### src/mem_config.svh
`ifndef MEM_CONFIG_SVH
`define MEM_CONFIG_SVH

// Data and address width
`define MEM_XLEN 32

// Memory depth in words, log2
`define MEM_DEPTH_LOG2 10

// Extra wait cycles before ready
`define MEM_WAIT 0

// Power-up contents of every memory word
`define MEM_INIT_WORD 32'h0000_0000

`endif

### src/mem_access_pkg.sv
`include "mem_config.svh"

package mem_access_pkg;

  typedef logic [`MEM_XLEN-1:0] word_t;
  typedef logic [`MEM_XLEN-1:0] addr_t;
  typedef logic [3:0]           strb_t;

  typedef enum logic [3:0] {
    LSU_NONE,
    LSU_LB,
    LSU_LH,
    LSU_LW,
    LSU_LBU,
    LSU_LHU,
    LSU_SB,
    LSU_SH,
    LSU_SW
  } lsu_op_t;

  function automatic logic is_load(lsu_op_t op);
    return (op == LSU_LB) || (op == LSU_LH) || (op == LSU_LW) ||
           (op == LSU_LBU) || (op == LSU_LHU);
  endfunction

  // Byte and halfword stores repeat across the word
  function automatic word_t store_word(lsu_op_t op, word_t sdata);
    case (op)
      LSU_SB:  return {(`MEM_XLEN/8){sdata[7:0]}};
      LSU_SH:  return {(`MEM_XLEN/16){sdata[15:0]}};
      default: return sdata;
    endcase
  endfunction

  function automatic strb_t store_strobe(lsu_op_t op, logic [1:0] byte_sel);
    case (op)
      LSU_SB:  return strb_t'(4'b0001 << byte_sel);
      LSU_SH:  return byte_sel[1] ? 4'b1100 : 4'b0011;
      LSU_SW:  return 4'b1111;
      default: return 4'b0000; // Loads and fences write nothing
    endcase
  endfunction

endpackage

### src/load_align.sv
`timescale 1ns/1ps
`include "mem_config.svh"

module load_align import mem_access_pkg::*; (
  input  lsu_op_t    lsu_op,
  input  logic [1:0] byte_sel,
  input  word_t      rdata,
  output word_t      result
);

  logic [7:0]  byte_val;
  logic [15:0] half_val;

  always_comb begin
    byte_val = rdata[{byte_sel, 3'b000} +: 8];
    half_val = byte_sel[1] ? rdata[31:16] : rdata[15:0]; // Aligned halfword only
  end

  always_comb begin
    case (lsu_op)
      LSU_LB: begin
        result = {{(`MEM_XLEN-8){byte_val[7]}}, byte_val};
      end
      LSU_LBU: begin
        result = {{(`MEM_XLEN-8){1'b0}}, byte_val};
      end
      LSU_LH: begin
        result = {{(`MEM_XLEN-16){half_val[15]}}, half_val};
      end
      LSU_LHU: begin
        result = {{(`MEM_XLEN-16){1'b0}}, half_val};
      end
      default: begin
        result = rdata; // LW, and don't care otherwise
      end
    endcase
  end

endmodule

### config.mk
export PLATFORM = sky130hd
export DESIGN_NAME = load_align
export DESIGN_NICKNAME = d
export VERILOG_FILES = /design/src/mem_access_pkg.sv /design/src/load_align.sv
export VERILOG_INCLUDE_DIRS = /design/src /design/src/src
export SDC_FILE = /design/constraint.sdc
export NUM_CORES = 1
export LEC_CHECK = 0
export BUFFER_PORTS_ARGS = -buffer_cell sky130_fd_sc_hd__buf_2
export CAP_MARGIN = 20
export CORE_ASPECT_RATIO = 1.1
export CORE_MARGIN = 3
export CORE_UTILIZATION = 34
export DETAILED_ROUTE_END_ITERATION = 10
export GPL_TIMING_DRIVEN = 0
export PLACE_DENSITY = 0.8
export SYNTH_ARGS = -nofsm -noshare
export SYNTH_HDL_FRONTEND = slang
export SYNTH_SLANG_ARGS = --single-unit
### constraint.sdc
create_clock -name vclk -period 1.3
set_input_delay 0.065 -clock vclk [all_inputs]
set_output_delay 0.065 -clock vclk [all_outputs]
set_load 0.02 [all_outputs]
# Yosys cells after proc, flatten, opt, wreduce, memory -nomap -nowiden
# Cells that the tools add are included.
dict set report totals {
  inputBits 38
  out_inout_bits 32
  wordCells 7
  reg_bits 0
}
dict set report classes {
  mux 2
  n_eq_ne 4
  shifts 1
}
# op count
set op_table {}
lappend op_table {{one-hot mux 32 bit (4 select lines)} 1}
lappend op_table {{indexed part select 32 x 6 -> 8 bit} 1}
lappend op_table {{two-way mux 16 bit} 1}
lappend op_table {{== test 4 x 3 -> 1 bit, second input constant} 2}
lappend op_table {{== test 4 x 1 -> 1 bit, second input constant} 1}
lappend op_table {{== test 4 x 2 -> 1 bit, second input constant} 1}

# Longest topological paths before layout
dict set report logic_depth {
  ltp_word 2
  depth_mapped 7
  mapped_depth_nobuf 4
}

# Worst setup path before layout
# Ideal clock, no wire load.
dict set report synth_timing {
  path_type {input to output}
  from {input port lsu_op[2]}
  to {output port result[0]}
  arrival_ns 1.333
  setup_slack_ns -0.098
  stages 6
  t_required_ns 1.235
  path_buffers 3
  cell_sequence {buf_6 o21a_1 or3_1 buf_2 buf_6 a221o_1}
}
dict set report synth_via {
  elab_chain_len 2
  word_cells_on_any_way 5
  cone_classes {eq/ne: 4; mux: 1}
}
# element line_no
set synth_lines {}
lappend synth_lines {{from (decl)} load_align.sv:5} ;# input lsu_op_t lsu_op,
lappend synth_lines {{== test 4 x 3 -> 1 bit (tied with other cells)} load_align.sv:20} ;# case (lsu_op)
lappend synth_lines {{one-hot mux 32 bit (4 select lines) (*)} load_align.sv:20}
lappend synth_lines {{to (decl)} load_align.sv:8} ;# output word_t result
# Mark *: on every way between the ends. The rest lies on a longest branch, timed or not.

# Worst setup path in the final report
dict set report layout_timing {
  from {input port byte_sel[0]}
  to {output port result[20]}
}
dict set report layout_via {
  elab_chain_len 2
}
# element line_no
set layout_lines {}
lappend layout_lines {{from (decl)} load_align.sv:6} ;# input logic [1:0] byte_sel,
lappend layout_lines {{indexed part select 32 x 6 -> 8 bit} load_align.sv:15} ;# byte_val = rdata[{byte_sel, 3'b000} +: 8];
lappend layout_lines {{one-hot mux 32 bit (4 select lines)} load_align.sv:20}
# No other way between the ends.

==> metrics.cfg <==
[floorplan]
dieArea_mm2 = 0.00262
core.rowCount = 16
core_area_mm2 = 0.00186
io_pins = 70
start_util = 0.372
die_h_um = 53.4
dieWidth_um = 49.1

[timing]
fin_crit_ns = 1.48
timing.fmax_ghz = 0.674
fin_tns_setup_ns = -4.61
setup_viol = 32
finalCritPeriodShare = 1.14
slew_headroom = 0.660
setup_slack_ns = -0.184
rsz0062_at_grt = yes
slew_violations = 0
hold_slack_ns = 0.433
final_hold_viol_count = 0
tightest_slew_ns = 0.508

[grt]
first_global_vias = 1191
grt_overflow_total = 0
grt_pass1_wl_mm = 5.44
antenna_found_initial = 0
grt_max_degree = 11
grt_use_total = 0.267

[run]
cap_violations = 0

[synthesis]
postSynthCellCount = 92
synth_area_leaders = a21o_1, mux2i_1, mux2_2
synth_top_area_share = 0.173
netlist_area_um2 = 693
avgSynthCellArea_um2 = 7.53
syn_nets = 130
synth_most_common_cell = a21o_1
ys_warn_count = 0
yosys-top-cells-count = a21o_1, nand2_1, o211ai_1, nor2_1, mux2i_1
yosysTopAreaCell = a21o_1
synth_seq_area_share = 0
ys_types = 22

[critical_path]
critPathMostFrequentCell = buf_6
path_buf_inv = 3
start_kind = primary input
cp_top_family = multiplexers
max_stage_delay_ns = 0.54
cp_max_fo = 6
worstPathCellList = buf_8 > mux4_2 > nand4b_4 > o31ai_4 > buf_6 > a21o_4 > buf_6
path_class = in2out
slowest_stage = mux4_2
worstPathArrival_ns = 1.42
end_kind = output port
crit_required_ns = 1.24

[cells_and_area]
area_growth_pct = 104
nNetsFinal = 206
register_area_um2 = 0
fin_cells = 193
numSequentialCells = 0
clkbuf_count = 0
n_antenna_cell = 0
drive_above_1_share = 0.614

[route]
drt_wl_total_mm = 3.38
drt_iter0_markers = 39
drt_pass1_iterations = 4
drc_errors = 0
drtAntennaViolNets = 0
via_per_inst = 5.80
wl_per_cell_um = 17.5
vias = 1120

[placed_design]
dpl.hpwl_mm = 2.16
placed_cells = 186
port_buffers = 67
gp_congestion = 0.792

[hold_path]
min_path_type = in2out

[power]
powerDensity_mw_per_mm2 = 509
peakVddDrop_mv = 0.288
p_total_uw = 719
p_leak_nw = 0.761

[status]
status = finished, violations left
violations = negative setup slack

## metal layers
| metal | part of all wire | vias up | wire (um) | track usage |
|---|---|---|---|---|
| met1 | 0.36 | 532 | 1230 | 0.301 |
| met2 | 0.53 | 61 | 1790 | 0.495 |
| met4 | 0.038 | 0 | 128 | 0.133 |
| met3 | 0.071 | 12 | 239 | 0.0366 |
| li1 | - | 515 | - | - |
| met5 | 0 | - | 0 | 0 |
## placed cells by master, fill, tap and decap left out, types with 4 or more instances in the layout
| cell | instances |
|---|---|
| mux2_2 | 7 |
| a221o_1 | 7 |
| buf_2 | 40 |
| o211ai_1 | 10 |
| nor2_1 | 8 |
| a21o_4 | 4 |
| a21o_1 | 12 |
| nand2_1 | 11 |
| mux2i_1 | 8 |
| buf_6 | 31 |
| buf_4 | 7 |
## worst paths after layout
check / cells after the start / to / startpoint / slack [ns]
setup / recovery: 7 / result[20] / byte_sel[0] / -0.18
hold / removal: 3 / result[18] / rdata[18] / 0.43
## cell families after synthesis
group	after synthesis	share of synthesized area
compound gates	38	0.439
buf+inv	10	0.0939
mux	16	0.262
xor+xnor	1	0.0126
simple gates	27	0.193
## area by class of cell
cell class	instances	area [um^2]
timing repair buffer	75	582
buffer	8	101
tap	27	33.8
multi-input combinational	82	692
fill	130	449
inverter	1	3.75
## power breakdown
group	switching [mW]	total, mW	internal, mW
combinational	0.360	0.719	0.359
sequential	0	0	0
clock	0	0	0
## timing repair
action	4_1_cts	5_1_grt
setup buffers	5	0
cloned	3	0
pin swaps	1	0
gates resized for setup	69	1
endpoints found under the setup margin	32	32
hold buffers	0	0
## per-stage QoR
step	instance area, um^2	setup slack (ns)	util
global placement	1100	-0.360	0.591
global route	1410	-0.208	0.759
CTS	1410	-0.143	0.755
detailed placement	1100	-0.383	0.591
finish	1410	-0.184	0.759
floorplan	732	-0.0644	-
Power figures use the tool's default switching activity.
