$ cat src/mem_config.svh
`ifndef MEM_CONFIG_SVH
`define MEM_CONFIG_SVH

// Data and address width
`define MEM_XLEN 32

// Memory depth in words, log2
`define MEM_DEPTH_LOG2 10

// Extra wait cycles before ready
`define MEM_WAIT 0

// Power-up contents of every memory word
`define MEM_INIT_WORD 32'h0000_0000

`endif

$ cat src/mem_access_pkg.sv
`include "mem_config.svh"

package mem_access_pkg;

  typedef logic [`MEM_XLEN-1:0] word_t;
  typedef logic [`MEM_XLEN-1:0] addr_t;
  typedef logic [3:0]           strb_t;

  typedef enum logic [3:0] {
    LSU_NONE,
    LSU_LB,
    LSU_LH,
    LSU_LW,
    LSU_LBU,
    LSU_LHU,
    LSU_SB,
    LSU_SH,
    LSU_SW
  } lsu_op_t;

  function automatic logic is_load(lsu_op_t op);
    return (op == LSU_LB) || (op == LSU_LH) || (op == LSU_LW) ||
           (op == LSU_LBU) || (op == LSU_LHU);
  endfunction

  // Byte and halfword stores repeat across the word
  function automatic word_t store_word(lsu_op_t op, word_t sdata);
    case (op)
      LSU_SB:  return {(`MEM_XLEN/8){sdata[7:0]}};
      LSU_SH:  return {(`MEM_XLEN/16){sdata[15:0]}};
      default: return sdata;
    endcase
  endfunction

  function automatic strb_t store_strobe(lsu_op_t op, logic [1:0] byte_sel);
    case (op)
      LSU_SB:  return strb_t'(4'b0001 << byte_sel);
      LSU_SH:  return byte_sel[1] ? 4'b1100 : 4'b0011;
      LSU_SW:  return 4'b1111;
      default: return 4'b0000; // Loads and fences write nothing
    endcase
  endfunction

endpackage

$ cat src/pipe_pkg.sv
package pipe_pkg;

  typedef logic [4:0]  reg_addr_t; // x0 to x31
  typedef logic [31:0] pc_t;
  typedef logic [3:0]  ecause_t;   // mcause code, low bits

endpackage

$ cat src/memory_stage.sv
`timescale 1ns/1ps

module memory_stage import mem_access_pkg::*, pipe_pkg::*; (
  input  logic       clock,
  input  logic       reset,
  input  logic       clear,
  input  logic       ex0_valid,
  input  lsu_op_t    ex0_lsu_op,
  input  addr_t      ex0_addr,
  input  word_t      ex0_sdata,
  input  logic       ex0_wren,
  input  reg_addr_t  ex0_waddr,
  input  word_t      ex0_wdata,
  input  pc_t        ex0_pc,
  input  logic       ex0_exception,
  input  ecause_t    ex0_ecause,
  input  logic       ex0_fence,
  input  logic       ex1_valid,
  input  lsu_op_t    ex1_lsu_op,
  input  addr_t      ex1_addr,
  input  word_t      ex1_sdata,
  input  logic       ex1_wren,
  input  reg_addr_t  ex1_waddr,
  input  word_t      ex1_wdata,
  input  pc_t        ex1_pc,
  input  logic       ex1_exception,
  input  ecause_t    ex1_ecause,
  output logic       stall,
  output logic       mem0_req,
  output addr_t      mem0_addr,
  output word_t      mem0_wdata,
  output strb_t      mem0_strb,
  input  logic       mem0_ready,
  input  word_t      mem0_rdata,
  output logic       mem1_req,
  output addr_t      mem1_addr,
  output word_t      mem1_wdata,
  output strb_t      mem1_strb,
  input  logic       mem1_ready,
  input  word_t      mem1_rdata,
  output lsu_op_t    lsu0_op,
  output logic [1:0] lsu0_byte_sel,
  output word_t      lsu0_rdata,
  input  word_t      lsu0_result,
  output lsu_op_t    lsu1_op,
  output logic [1:0] lsu1_byte_sel,
  output word_t      lsu1_rdata,
  input  word_t      lsu1_result,
  output logic       fwd0_wren,
  output reg_addr_t  fwd0_waddr,
  output word_t      fwd0_wdata,
  output logic       fwd1_wren,
  output reg_addr_t  fwd1_waddr,
  output word_t      fwd1_wdata,
  output logic       wb0_valid,
  output logic       wb0_wren,
  output reg_addr_t  wb0_waddr,
  output word_t      wb0_wdata,
  output logic       wb1_valid,
  output logic       wb1_wren,
  output reg_addr_t  wb1_waddr,
  output word_t      wb1_wdata,
  output logic       exc_valid,
  output pc_t        exc_pc,
  output ecause_t    exc_ecause
);

  // Lane views of the execute inputs
  logic       ex_valid [2];
  lsu_op_t    ex_op [2];
  addr_t      ex_addr [2];
  word_t      ex_sdata [2];
  logic       ex_wren [2];
  reg_addr_t  ex_waddr [2];
  word_t      ex_wdata [2];
  pc_t        ex_pc [2];
  logic       ex_exc [2];
  ecause_t    ex_ecause [2];
  logic       mem_ready [2];
  word_t      lsu_result [2];

  logic       lane_valid [2];
  logic       ex_mem [2];
  logic       mem_req [2];
  logic       busy [2];
  logic       wait_lane [2];
  word_t      lane_data [2];
  logic       squash;
  logic       any_busy;
  logic       take;
  logic       pair_wait;
  logic       exc0_hit;
  logic       exc1_hit;

  // Pair held in the stage
  logic       s_valid [2];
  lsu_op_t    s_op [2];
  logic [1:0] s_byte_sel [2];
  logic       s_load [2];
  logic       s_wren [2];
  reg_addr_t  s_waddr [2];
  word_t      s_wdata [2];
  pc_t        s_pc [2];
  logic       s_exc [2];
  ecause_t    s_ecause [2];
  logic       own [2];   // Pair access not yet returned
  logic       outst [2]; // Port busy, cleared accesses included

  logic       wb_valid_q [2];
  logic       wb_wren_q [2];
  reg_addr_t  wb_waddr_q [2];
  word_t      wb_wdata_q [2];

  assign ex_valid[0]   = ex0_valid;
  assign ex_op[0]      = ex0_lsu_op;
  assign ex_addr[0]    = ex0_addr;
  assign ex_sdata[0]   = ex0_sdata;
  assign ex_wren[0]    = ex0_wren;
  assign ex_waddr[0]   = ex0_waddr;
  assign ex_wdata[0]   = ex0_wdata;
  assign ex_pc[0]      = ex0_pc;
  assign ex_exc[0]     = ex0_exception;
  assign ex_ecause[0]  = ex0_ecause;
  assign ex_valid[1]   = ex1_valid;
  assign ex_op[1]      = ex1_lsu_op;
  assign ex_addr[1]    = ex1_addr;
  assign ex_sdata[1]   = ex1_sdata;
  assign ex_wren[1]    = ex1_wren;
  assign ex_waddr[1]   = ex1_waddr;
  assign ex_wdata[1]   = ex1_wdata;
  assign ex_pc[1]      = ex1_pc;
  assign ex_exc[1]     = ex1_exception;
  assign ex_ecause[1]  = ex1_ecause;
  assign mem_ready[0]  = mem0_ready;
  assign mem_ready[1]  = mem1_ready;
  assign lsu_result[0] = lsu0_result;
  assign lsu_result[1] = lsu1_result;

  // ~~~~~~~~~~~~~~~~~~~~~~~~~~~~~~~~~~~~~~~~~~~~~~~~~~~~~~~~~~
  // Issue and stall

  always_comb begin
    squash        = ex_valid[0] & ex0_fence; // Fence kills its partner
    lane_valid[0] = ex_valid[0];
    lane_valid[1] = ex_valid[1] & ~squash;
    ex_mem[0]     = lane_valid[0] & ~ex_exc[0] & ((ex_op[0] != LSU_NONE) | ex0_fence);
    ex_mem[1]     = lane_valid[1] & ~ex_exc[1] & (ex_op[1] != LSU_NONE);
    for (int n = 0; n < 2; n++) begin
      busy[n]      = outst[n] & ~mem_ready[n];
      wait_lane[n] = own[n] & ~mem_ready[n];
    end
    any_busy  = busy[0] | busy[1];
    take      = ~clear & ~any_busy; // Stage advances at this edge
    pair_wait = wait_lane[0] | wait_lane[1];
    for (int n = 0; n < 2; n++) begin
      mem_req[n]   = take & ex_mem[n];
      lane_data[n] = (own[n] & s_load[n]) ? lsu_result[n] : s_wdata[n];
    end
    exc0_hit = s_valid[0] & s_exc[0];
    exc1_hit = s_valid[1] & s_exc[1];
  end

  assign stall = ~clear & any_busy;

  assign mem0_req   = mem_req[0];
  assign mem0_addr  = ex_addr[0];
  assign mem0_wdata = store_word(ex_op[0], ex_sdata[0]);
  assign mem0_strb  = store_strobe(ex_op[0], ex_addr[0][1:0]);
  assign mem1_req   = mem_req[1];
  assign mem1_addr  = ex_addr[1];
  assign mem1_wdata = store_word(ex_op[1], ex_sdata[1]);
  assign mem1_strb  = store_strobe(ex_op[1], ex_addr[1][1:0]);

  assign lsu0_op       = s_op[0];
  assign lsu0_byte_sel = s_byte_sel[0];
  assign lsu0_rdata    = mem0_rdata;
  assign lsu1_op       = s_op[1];
  assign lsu1_byte_sel = s_byte_sel[1];
  assign lsu1_rdata    = mem1_rdata;

  // ~~~~~~~~~~~~~~~~~~~~~~~~~~~~~~~~~~~~~~~~~~~~~~~~~~~~~~~~~~
  // Forwarding and exception report

  assign fwd0_wren  = s_valid[0] & s_wren[0] & ~pair_wait;
  assign fwd0_waddr = s_waddr[0];
  assign fwd0_wdata = lane_data[0];
  assign fwd1_wren  = s_valid[1] & s_wren[1] & ~pair_wait;
  assign fwd1_waddr = s_waddr[1];
  assign fwd1_wdata = lane_data[1];

  assign exc_valid  = (exc0_hit | exc1_hit) & ~pair_wait;
  assign exc_pc     = exc0_hit ? s_pc[0] : s_pc[1];         // Older lane first
  assign exc_ecause = exc0_hit ? s_ecause[0] : s_ecause[1];

  // ~~~~~~~~~~~~~~~~~~~~~~~~~~~~~~~~~~~~~~~~~~~~~~~~~~~~~~~~~~
  // Stage and writeback registers

  always_ff @(posedge clock) begin
    if (reset == 1'b0) begin
      for (int n = 0; n < 2; n++) begin
        s_valid[n]    <= 1'b0;
        own[n]        <= 1'b0;
        outst[n]      <= 1'b0;
        wb_valid_q[n] <= 1'b0;
        wb_wren_q[n]  <= 1'b0;
      end
    end else begin
      for (int n = 0; n < 2; n++) begin
        outst[n] <= mem_req[n] | busy[n];
        own[n]   <= mem_req[n] | (~clear & wait_lane[n]); // Clear orphans the access
        if (clear) begin
          s_valid[n] <= 1'b0;
        end else if (take) begin
          s_valid[n] <= lane_valid[n];
        end
        wb_valid_q[n] <= take & s_valid[n];
        wb_wren_q[n]  <= take & s_valid[n] & s_wren[n];
      end
    end
  end

  always_ff @(posedge clock) begin
    for (int n = 0; n < 2; n++) begin
      if (take) begin
        s_op[n]       <= ex_op[n];
        s_byte_sel[n] <= ex_addr[n][1:0];
        s_load[n]     <= is_load(ex_op[n]);
        s_wren[n]     <= ex_wren[n] & ~ex_exc[n];
        s_waddr[n]    <= ex_waddr[n];
        s_wdata[n]    <= ex_wdata[n];
        s_pc[n]       <= ex_pc[n];
        s_exc[n]      <= ex_exc[n];
        s_ecause[n]   <= ex_ecause[n];
        wb_waddr_q[n] <= s_waddr[n];
        wb_wdata_q[n] <= lane_data[n];
      end else if (own[n] & mem_ready[n] & s_load[n]) begin
        s_wdata[n] <= lsu_result[n]; // Keep early result while partner waits
      end
    end
  end

  assign wb0_valid = wb_valid_q[0];
  assign wb0_wren  = wb_wren_q[0];
  assign wb0_waddr = wb_waddr_q[0];
  assign wb0_wdata = wb_wdata_q[0];
  assign wb1_valid = wb_valid_q[1];
  assign wb1_wren  = wb_wren_q[1];
  assign wb1_waddr = wb_waddr_q[1];
  assign wb1_wdata = wb_wdata_q[1];

endmodule

$ cat config.mk
export PLATFORM = sky130hd
export DESIGN_NAME = memory_stage
export DESIGN_NICKNAME = d
export VERILOG_FILES = /design/src/mem_access_pkg.sv /design/src/pipe_pkg.sv /design/src/memory_stage.sv
export VERILOG_INCLUDE_DIRS = /design/src /design/src/src
export SDC_FILE = /design/constraint.sdc
export NUM_CORES = 1
export LEC_CHECK = 0
export BUFFER_PORTS_ARGS = -buffer_cell sky130_fd_sc_hd__buf_2
export CAP_MARGIN = 25
export CORE_AREA = 2 2 322 324
export DETAILED_ROUTE_END_ITERATION = 12
export DIE_AREA = 0 0 324 326
export GPL_ROUTABILITY_DRIVEN = 0
export GPL_TIMING_DRIVEN = 0
export PLACE_DENSITY = 0.38
export SYNTH_ARGS = -nofsm -noshare
export SYNTH_HDL_FRONTEND = slang
export SYNTH_SLANG_ARGS = --single-unit
$ cat constraint.sdc
create_clock -name clock -period 5 [get_ports clock]
set_input_delay 0.25 -clock clock [delete_from_list [all_inputs] [get_ports clock]]
set_output_delay 0.25 -clock clock [all_outputs]
set_load 0.02 [all_outputs]
Yosys cells after proc, flatten, opt, wreduce, memory -nomap -nowiden. Memories as Yosys holds them, arrays and structs flattened. Index checks and enable logic that the tools add are counted.

Memories kept: 16. Bits of input ports: 422. Memory bits (writable): 248. Register bits after elaboration: 0.

Memory list: s_pc (depth 2, bits a word 32, rd ports 2, clocked after memory_dff 0, write ports 2, RTL line memory_stage.sv:103) `pc_t s_pc [2];`; s_wdata (depth 2, bits a word 32, rd ports 2, clocked after memory_dff 0, write ports 2, RTL line memory_stage.sv:102) `word_t s_wdata [2];`; wb_wdata_q (depth 2, bits a word 32, rd ports 2, clocked after memory_dff 0, write ports 2, RTL line memory_stage.sv:112) `word_t wb_wdata_q [2];`; s_waddr (depth 2, bits a word 5, rd ports 2, clocked after memory_dff 0, write ports 2, RTL line memory_stage.sv:101) `reg_addr_t s_waddr [2];`; wb_waddr_q (depth 2, bits a word 5, rd ports 2, clocked after memory_dff 0, write ports 2, RTL line memory_stage.sv:111) `reg_addr_t wb_waddr_q [2];`; s_ecause (depth 2, bits a word 4, rd ports 2, clocked after memory_dff 0, write ports 2, RTL line memory_stage.sv:105) `ecause_t s_ecause [2];`; +10 memories.

Bitwise logic cells: 65. Shift-type cells: 2. Reductions and logical operators: 10. Eq/ne operators: 16. Multiplexer cells: 40.

Operators by type and width (count): $mux W32 (5); $pmux W32 S2 (2); $and A1 B1 Y1 (35); $eq A4 B3 Y1 const B (8); $mux W1 (28); $pmux W4 S3 (2); $or A1 B1 Y1 (22); $eq A4 B2 Y1 const B (4); $mux W4 (3); $eq A4 B1 Y1 const B (2); $eq A4 B4 Y1 const B (2); $logic_or A1 B1 Y1 (8); $not A1 Y1 (8); $reduce_bool A4 Y1 (2); $shl A1 B2 Y4 const A (2).

Depth between registers and ports, before layout. Gate-level depths: netlist of run 1.

Depth in word-level cells: 10. Depth in mapped cells: 5. Gate-level depth less buffers: 3.

Least setup slack after synthesis of run 1. OpenSTA, ideal clock, no wires.

Kind: register -> register. Start point: memory outst[0][0]. End point: memory s_byte_sel[0][0], enable pin. Cell stages (with the launch flop): 4. Library setup time: 0.525 ns. Path buffers: 0. Slack: 0.231 ns. Clock period less this slack: 4.769 ns. Required time: 4.475 ns. Data arrival time: 4.244 ns. Path through: dfxtp_1 nor2b_2 or3_1 inv_1.

RTL lines: from (decl) (RTL line memory_stage.sv:107) `logic outst [2];`; to (decl) (RTL line memory_stage.sv:98) `logic [1:0] s_byte_sel [2];`.

==> results.py, run 1 <==
metrics = {
    "yosys": {
        "syn_avg_cell_area_um2": 16.1,
        "syn_nets": 1156,
        "synth_area_leaders": "edfxtp_1 (61%), mux2_2 (13%), buf_4 (9.3%)",
        "ys.warnings.count": 0,
        "yosysUniqueCellTypes": 35,
        "synth.most_common_cell": "edfxtp_1",
        "ys_seq_area_share_pct": 62.5,
        "synth_edf_count": 240,
        "ys_top_cells_by_count": "edfxtp_1 (240), buf_4 (146), mux2_2 (136), mux2_4 (50), nand2_1 (30)",
        "ys_ff_latch": 248,
        "ys.flop_type": "edfxtp_1",
        "synthArstFlopShare_pct": 0,
        "syn_area_um2": 11800,
        "syn_inst": 734,
        "yosys.area.top_type_share_pct": 61.2,
        "yosysTopAreaCell": "edfxtp_1",
    },
    "power": {
        "p_leak_nw": 9.07,
        "power_mw": 6.26,
        "p_per_area_nw_per_um2": 299,
        "vdd_drop_max_uv": 179,
    },
    "layout": {
        "area_delta_synth_final_pct": 77.5,
        "utilization_pct": 20.4,
        "fin_area_um2": 20900,
        "ff_latch_area_um2": 7370,
        "n_fill_cell": 11200,
        "multi_input_area_um2": 3180,
        "fin_nets": 2162,
        "finalNonFillerCells": 3153,
        "layout-drive-gt1-share_pct": 63.6,
    },
    "floorplan": {
        "pin_count": 828,
        "core_um2": 103000,
        "fp-row-count": 118,
        "die_w_um": 324,
        "dieArea_um2": 106000,
        "start_util_pct": 11.5,
        "dieHeight_um": 326,
    },
    "global_route": {
        "antenna_found_initial": 27,
        "grt_max_degree": 112,
        "grtUsageTotal_pct": 10.4,
        "gr-total-overflow": 0,
        "grt_pass1_wl_um": 77500,
        "first_global_vias": 10700,
    },
    "worst_setup_path": {
        "r2r.worst_path.cells": 4,
        "rr_startpoint": "outst[0][0]",
        "cp_max_fo": 11,
        "r2r_slack_ns": 2.49,
        "crit_path_end_kind": "primary output",
        "critical_path_class": "flip-flop to primary output",
        "worst_ep_arrival_time_ns": 2.71,
        "startpoint_type": "flip-flop",
        "reg2reg_to": "wb_wdata_q[0][36]",
        "cp.required_ns": 4.75,
    },
    "detailed_routing": {
        "wl_per_cell_um": 18.6,
        "vias": 10100,
        "drt_iter0_markers": 352,
        "route.detailed.drc": 0,
        "drtPass1Iterations": 4,
        "finalWirelength_um": 58600,
        "viasPerCell": 3.20,
        "drtAntennaViolNets": 0,
    },
    "timing": {
        "drv_slew": 0,
        "worstMarginPinSlew_ns": 0.729,
        "min_period_over_period_pct": 59.3,
        "setup_violations": 0,
        "timing.slew.headroom_pct": 51.3,
        "setup_tns_ns": 0,
        "rsz0062_at_grt": "false",
        "skew_ns": 0.0281,
        "fmax_mhz": 337,
        "hold_violations": 0,
        "fin_crit_ns": 2.96,
    },
    "hold_path": {
        "worstHoldEndpoint": "s_wdata[0][29]",
        "hold_start": "ex0_wdata[29]",
        "hold_path.class": "input port to flip-flop",
        "hold_depth": 2,
    },
    "clock_network": {
        "tritoncts": "done",
        "cts_buffers": 35,
        "root_buffer": "clkbuf_16",
        "clockBufferDepth": 3,
        "insertion_delay_ns": 0.57,
        "ctsResizeCount": 0,
        "clkTransAtPathRegs_ns": 0.06,
        "clkSinkCount": 248,
        "htreeDepth": 2,
        "cts_setup_buffers": 0,
        "holdBufCountCts": 263,
    },
    "placement": {
        "place_area_um2": 17100,
        "placedCellCount": 2820,
        "dp_hpwl_um": 47500,
        "portBuffers": 703,
    },
    "outcome": {
        "status": "completed",
    },
    "job": {
        "maxCapViolCount": 0,
    },
}
==> sequential cells by signal (all words and copies together) (netlist names), 4 cells and up <==
| register | cells |
|---|---|
| s_pc | 64 |
| s_wdata | 64 |
| wb_wdata_q | 64 |
| s_waddr | 10 |
| wb_waddr_q | 10 |
| s_ecause | 8 |
| s_op | 8 |
| s_byte_sel | 4 |
==> worst max-delay path, stage by stage (launching register included) <==
cell      delay (ns)
edfxtp_1        0.39
nand2_1         0.55
buf_2           0.56
mux2_2          0.44
buf_2           0.17
==> worst max path at each step <==
| stage | to | depth (start not counted) | start |
|---|---|---|---|
| final | fwd1_wdata[2] | 4 | s_load[0][1] |
| after CTS | fwd1_wdata[1] | 4 | s_load[0][1] |
| after detailed placement | wb_wdata_q[0][36] | 4 | outst[0][0] |
| after floorplan | s_byte_sel[0][0] | 3 | outst[0][0] |
| after global routing | fwd1_wdata[2] | 4 | s_load[0][1] |
| after global placement | wb_wdata_q[0][44] | 3 | outst[0][0] |
==> cell usage in the layout (no fill, tap or decap), types with 5 or more instances in the layout <==
cell / instances
mux2_4: 50
nand2_1: 28
clkbuf_16: 35
dlygate4sd3_1: 263
buf_6: 6
mux2i_1: 16
buf_4: 146
clkbuf_1: 6
nor2_1: 9
bufinv_16: 5
clkinv_1: 7
edfxtp_1: 240
diode_2: 8
o21ai_0: 22
mux2_1: 10
dfxtp_1: 8
mux2_2: 136
buf_2: 718
==> layout make-up <==
type / count / share of cell area [%]
Sequential cell: 248 / 35.2
Antenna cell: 8 / 0.0958
Buffer: 167 / 5.92
Timing Repair Buffer: 969 / 29.7
Inverter: 1 / 0.0539
Clock inverter: 21 / 1.20
Clock buffer: 41 / 4.30
Tap cell: 1380 / 8.26
Multi-Input combinational cell: 318 / 15.2
==> power by group <==
group	switching, mW	internal, mW
Clock	1.04	1.55
Sequential	0.0354	2.44
Combinational	0.645	0.547
==> per-stage QoR <==
step / setup WS, ns / hold slack (ns)
after floorplan: 0.231 / 0.349
after global placement: -1.93 / 0.427
after detailed placement: 2.48 / 0.428
after CTS: 1.85 / 0.000168
after global routing: 1.88 / 0.0126
final: 2.04 / 0.0461
==> metal layers <==
layer	share of wire (%)	track usage (%)
met1	36	10.7
met3	8.2	3.38
met4	2.5	3.02
met5	0.26	0
met2	53	19.6
==> logic make-up after synthesis <==
family | share of synthesized area (%)
DFF | 62.5
AOI/OAI and AO/OA | 1.87
and+or+nand+nor | 3.37
muxes | 21.7
buffers and inverters | 10.5
(Power assumes the default switching activity.)
==> run 2: changes to the inputs <==
--- a/config.mk
+++ b/config.mk
@@ -8,12 +8,12 @@
 export LEC_CHECK = 0
 export BUFFER_PORTS_ARGS = -buffer_cell sky130_fd_sc_hd__buf_2
 export CAP_MARGIN = 25
-export CORE_AREA = 2 2 322 324
+export CORE_AREA = 2 2 324 326
 export DETAILED_ROUTE_END_ITERATION = 12
-export DIE_AREA = 0 0 324 326
+export DIE_AREA = 0 0 326 328
 export GPL_ROUTABILITY_DRIVEN = 0
 export GPL_TIMING_DRIVEN = 0
-export PLACE_DENSITY = 0.38
+export PLACE_DENSITY = 0.37
 export SYNTH_ARGS = -nofsm -noshare
 export SYNTH_HDL_FRONTEND = slang
 export SYNTH_SLANG_ARGS = --single-unit
==> constraint.sdc (replaced) <==
create_clock -name clock -period 2.85 [get_ports clock]
set_input_delay 0.1425 -clock clock [delete_from_list [all_inputs] [get_ports clock]]
set_output_delay 0.1425 -clock clock [all_outputs]
set_load 0.02 [all_outputs]
==> run 2 against run 1 <==
Net effect:
- sequential cell count stayed put
- sequential share of layout area decreased by 0.48 points
- wire length fell by 2.8%
- largest cell class unchanged
- critical path depth rose by 2
- critical path type is now flip-flop to flip-flop
- largest power group is now registers
- total power rose by 73%
- worst hold slack better by 0.042 ns
==> results.py, run 2 (synthesis results as in run 1) <==
metrics = {
    "timing": {
        "worstMarginPinSlew_ns": 0.840,
        "fmax_mhz": 376,
        "setup_ws_ns": 0.193,
        "drv_slew": 0,
        "hold_violations": 0,
        "timing.slew.headroom_pct": 43.6,
        "fin_crit_ns": 2.66,
        "rsz0062_at_grt": "false",
        "skew_ns": 0.0202,
        "min_period_over_period_pct": 93.2,
        "setup_violations": 0,
    },
    "global_route": {
        "grt_max_degree": 44,
        "first_global_vias": 10900,
        "antenna_found_initial": 13,
        "gr-total-overflow": 0,
        "grt_pass1_wl_um": 77300,
        "grtUsageTotal_pct": 10.0,
    },
    "layout": {
        "utilization_pct": 20.5,
        "n_fill_cell": 11200,
        "final_cell_mix": "buf_2 (718), dlygate4sd3_1 (292), edfxtp_1 (240), buf_4 (146), mux2_2 (136)",
        "layout-drive-gt1-share_pct": 62.9,
        "fin_area_um2": 21200,
        "final_common_cell": "buf_2",
        "reg.largest.list": "s_pc x64, s_wdata x64, wb_wdata_q x64",
        "area_delta_synth_final_pct": 79.9,
        "fin_nets": 2193,
        "ff_latch_area_um2": 7370,
        "multi_input_area_um2": 3190,
    },
    "outcome": {
        "status": "completed",
    },
    "floorplan": {
        "core_um2": 103000,
        "start_util_pct": 11.4,
        "die_w_um": 326,
        "pin_count": 828,
        "dieHeight_um": 328,
        "fp-row-count": 118,
        "dieArea_um2": 107000,
    },
    "power": {
        "p_leak_nw": 9.21,
        "vdd_drop_max_uv": 362,
        "power_mw": 10.8,
        "p_per_area_nw_per_um2": 511,
    },
    "detailed_routing": {
        "wl_per_cell_um": 17.9,
        "vias": 10200,
        "route.detailed.drc": 0,
        "drtPass1Iterations": 6,
        "drtAntennaViolNets": 0,
        "viasPerCell": 3.20,
        "finalWirelength_um": 57000,
        "drt_iter0_markers": 349,
    },
    "worst_setup_path": {
        "startpoint_type": "flip-flop",
        "crit_path_frequent_cell": "buf_12",
        "crit_path_end_kind": "flip-flop",
        "critPathBufInv": 4,
        "critical_path_class": "flip-flop to flip-flop",
        "cp_max_fo": 43,
        "path_cells": "nor2b_4, or3_4, clkinvlp_4, buf_12, buf_12, buf_12",
        "slowest_delay_ns": 0.58,
        "worst_ep_arrival_time_ns": 2.90,
        "cp_slowest_cell": "clkinvlp_4",
        "cp.required_ns": 3.09,
        "critical-path-top-delay-family": "buffers and inverters",
        "r2r_slack_ns": 0.19,
    },
    "placement": {
        "dpl_worst_slack_ns": 0.108,
        "portBuffers": 703,
        "dp_hpwl_um": 46200,
        "place_area_um2": 17200,
    },
    "clock_network": {
        "clkSinkCount": 248,
        "cts_buffers": 34,
        "clockBufferDepth": 3,
        "tritoncts": "done",
        "root_buffer": "clkbuf_16",
        "insertion_delay_ns": 0.56,
        "clkTransAtPathRegs_ns": 0.05,
        "cts_setup_buffers": 0,
        "htreeDepth": 2,
    },
    "job": {
        "maxCapViolCount": 0,
    },
    "hold_path": {
        "hold_path.class": "input port to flip-flop",
    },
}
## run 2: layout make-up
type                       instances  share of cell area, %
inverter                           1                 0.0354
buffer                           167                   5.84
multi-input combinational        318                   15.1
clock inverter                    15                  0.826
sequential                       248                   34.8
antenna                            1                 0.0118
tap                             1380                   8.14
clock buffer                      46                   4.37
timing repair buffer            1001                   31.0
## run 2: worst min-delay path: cells and delay by family
kind / cells / cell delay, ns
AND/OR/NAND/NOR: 2 / 0.24
buffers and inverters: 1 / 0.11
AO/OA/AOI/OAI: 1 / 0.09
## run 2: layer usage
| layer | global-route usage, % | part of all wire (%) | vias to the layer above |
|---|---|---|---|
| met2 | 17.8 | 50 | 547 |
| met5 | 0 | 0.042 | - |
| met3 | 3.42 | 8.5 | 66 |
| met4 | 3.17 | 2.7 | 4 |
| met1 | 11.3 | 39 | 4852 |
| li1 | - | - | 4682 |
## run 2: power breakdown
part	total, mW	internal, mW	switching (mW)
clock network	4.34	2.57	1.77
registers	4.35	4.28	0.0653
logic	2.15	0.995	1.15
## run 2: path summary, 6_finish.rpt
check,startpoint,to,cells after the start
worst max register to register,outst[0][0],s_op[0][5],6
worst min register to register,s_waddr[0][7],wb_waddr_q[0][7],0
worst max-delay path,outst[0][0],s_op[0][5],6
worst min-delay path,ex0_fence,own[0][1],4
## run 2: what timing repair did
| action | CTS | global route |
|---|---|---|
| resized for setup | 1 | 0 |
| hold endpoints to repair | 232 | 0 |
| hold buffers | 292 | 0 |
| setup endpoints to repair | 5 | 0 |
## run 2: stage by stage
step | std cells | setup TNS [ns] | hold slack, ns
finish | 3177 | 0 | 0.0883
global route | 3177 | 0 | 0.0625
CTS | 3176 | 0 | 0.0315
detailed placement | 2823 | 0 | 0.321
global placement | 2817 | -451.36 | 0.321
floorplan | 734 | -137.69 | 0.241
==> run 3: changes to the inputs <==
==> constraint.sdc (replaced) <==
create_clock -name clock -period 3.05 [get_ports clock]
set_input_delay 0.1525 -clock clock [delete_from_list [all_inputs] [get_ports clock]]
set_output_delay 0.1525 -clock clock [all_outputs]
set_load 0.02 [all_outputs]
==> run 3 against run 2 <==
Net effect:
- sequential share of layout area hardly changed
- sequential cell count unchanged
- worst hold slack improved by 0.010 ns
- largest cell class unchanged
- combinational power fell by 7%
- total power down 6.6%
- worst setup slack better by 0.16 ns
- sequential power down 6.7%
- wire length unchanged
- critical path type is now flip-flop to primary output
- critical endpoint is now fwd1_wdata[12]
- via count is essentially flat
- clock skew stayed put
==> results.py, run 3 (synthesis results as in run 1) <==
metrics = {
    "outcome": {
        "status": "completed",
    },
    "floorplan": {
        "core_um2": 103000,
        "dieHeight_um": 328,
        "die_w_um": 326,
        "fp-row-count": 118,
        "dieArea_um2": 107000,
        "start_util_pct": 11.4,
        "pin_count": 828,
    },
    "layout": {
        "final_cell_mix": "buf_2 (718), dlygate4sd3_1 (292), edfxtp_1 (240), buf_4 (146), mux2_2 (136)",
        "reg.largest.list": "s_pc x64, s_wdata x64, wb_wdata_q x64",
        "layout-drive-gt1-share_pct": 62.9,
        "area_delta_synth_final_pct": 79.9,
        "fin_nets": 2193,
        "fin_area_um2": 21200,
        "final_common_cell": "buf_2",
    },
    "power": {
        "combPwrFrac_pct": 19.8,
        "p_leak_nw": 9.21,
        "p_seq_share_pct": 40.1,
        "vdd_drop_max_uv": 338,
        "internal_power_mw": 7.33,
        "p_switching_mw": 2.79,
        "clkPwrFrac_pct": 40.1,
        "p_per_area_nw_per_um2": 478,
        "switching_share_pct": 27.6,
    },
    "worst_setup_path": {
        "cp_max_fo": 10,
        "r2r_slack_ns": 0.39,
        "worst_ep_arrival_time_ns": 2.54,
        "crit_path_end_kind": "primary output",
        "reg2reg_to": "s_op[0][5]",
        "critical_path_class": "flip-flop to primary output",
        "rr_startpoint": "outst[0][0]",
        "r2r.worst_path.cells": 6,
        "cp.required_ns": 2.90,
        "startpoint_type": "flip-flop",
    },
    "clock_network": {
        "tritoncts": "done",
        "insertion_delay_ns": 0.56,
        "htreeDepth": 2,
        "clkTransAtPathRegs_ns": 0.07,
        "cts_buffers": 34,
        "clockBufferDepth": 3,
        "root_buffer": "clkbuf_16",
        "clkSinkCount": 248,
        "cts_setup_buffers": 0,
    },
    "placement": {
        "place_area_um2": 17200,
        "dpl_worst_slack_ns": 0.308,
        "portBuffers": 703,
        "dp_hpwl_um": 46200,
    },
    "hold_path": {
        "worstHoldEndpoint": "own[0][1]",
        "hold_depth": 4,
        "hold_path.class": "input port to flip-flop",
        "hold_start": "ex0_fence",
    },
    "detailed_routing": {
        "drtAntennaViolNets": 0,
        "vias": 10200,
        "drtPass1Iterations": 6,
        "drt_iter0_markers": 349,
        "viasPerCell": 3.20,
        "finalWirelength_um": 57000,
        "route.detailed.drc": 0,
        "wl_per_cell_um": 17.9,
    },
    "timing": {
        "skew_ns": 0.0202,
        "hold_violations": 0,
        "worstMarginPinSlew_ns": 0.840,
        "min_period_over_period_pct": 88.3,
        "drv_slew": 0,
        "rsz0062_at_grt": "false",
        "fmax_mhz": 371,
        "timing.slew.headroom_pct": 43.6,
        "fin_crit_ns": 2.69,
        "setup_ws_ns": 0.355,
        "setup_violations": 0,
    },
    "global_route": {
        "busiest_layer": "met2",
        "antenna_found_initial": 13,
        "grt_pass1_wl_um": 77300,
        "first_global_vias": 10900,
        "met3_usage_pct": 3.42,
        "grtUsageMet2_pct": 17.8,
        "gr-total-overflow": 0,
        "grtUsageTotal_pct": 10.0,
        "grt_max_degree": 44,
        "grtUsageMet1_pct": 11.3,
    },
    "job": {
        "maxCapViolCount": 0,
    },
}
## run 3: per-layer routing
| metal | vias to the layer above | wire [um] |
|---|---|---|
| met4 | 4 | 1560 |
| met3 | 66 | 4850 |
| met5 | - | 24 |
| met1 | 4853 | 22100 |
| li1 | 4682 | - |
| met2 | 547 | 28400 |
## run 3: power by group through the flow
stage	sequential, mW	combinational (mW)	clock [mW]
floorplan	4.24	0.820	0
global placement	4.16	1.70	0
detailed placement	4.14	1.72	0
CTS	4.06	2.04	4.31
global route	4.08	2.13	4.41
finish	4.06	2.01	4.06
## run 3: worst max-delay path: stages (launching register included)
cell and delay, ns:
edfxtp_1 0.48, nand2_1 0.41, buf_2 0.43, mux2_2 0.45, buf_2 0.18
## run 3: area by class of cell
| class | count | area [um^2] |
|---|---|---|
| tap | 1380 | 1730 |
| inverter | 1 | 7.51 |
| antenna | 1 | 2.50 |
| sequential | 248 | 7370 |
| clock inverter | 15 | 175 |
| multi-input combinational | 318 | 3190 |
| timing repair buffer | 1001 | 6560 |
| clock buffer | 46 | 926 |
| buffer | 167 | 1240 |
| fill | 11200 | 82000 |
## run 3: how the worst max path moves through the flow
stage	start	endpoint	slack (ns)	cells after the start
after CTS	s_load[0][1]	fwd1_wdata[12]	0.15	4
after detailed placement	outst[0][0]	wb_waddr_q[0][1]	0.31	6
after global placement	outst[0][0]	wb_waddr_q[0][1]	-2.42	3
after global routing	s_load[0][1]	fwd1_wdata[12]	0.12	4
final	s_load[0][1]	fwd1_wdata[12]	0.36	4
after floorplan	outst[0][1]	s_byte_sel[0][0]	-0.59	3
## run 3: repair_timing
action / in CTS / in global routing
gates resized for setup: 0 / 0
hold buffers: 292 / 0
hold endpoints to repair: 232 / 0
## run 3: stage by stage
| stage | util (%) | total power [mW] | setup TNS, ns | hold WS (ns) | instances |
|---|---|---|---|---|---|
| floorplan | - | 5.06 | -102.89 | 0.251 | 734 |
| global route | 20.5 | 10.6 | 0 | 0.0725 | 3177 |
| detailed placement | 16.6 | 5.86 | 0 | 0.331 | 2823 |
| global placement | 16.5 | 5.85 | -416.56 | 0.331 | 2817 |
| finish | 20.5 | 10.1 | 0 | 0.0983 | 3177 |
| CTS | 20.5 | 10.4 | 0 | 0.0415 | 3176 |
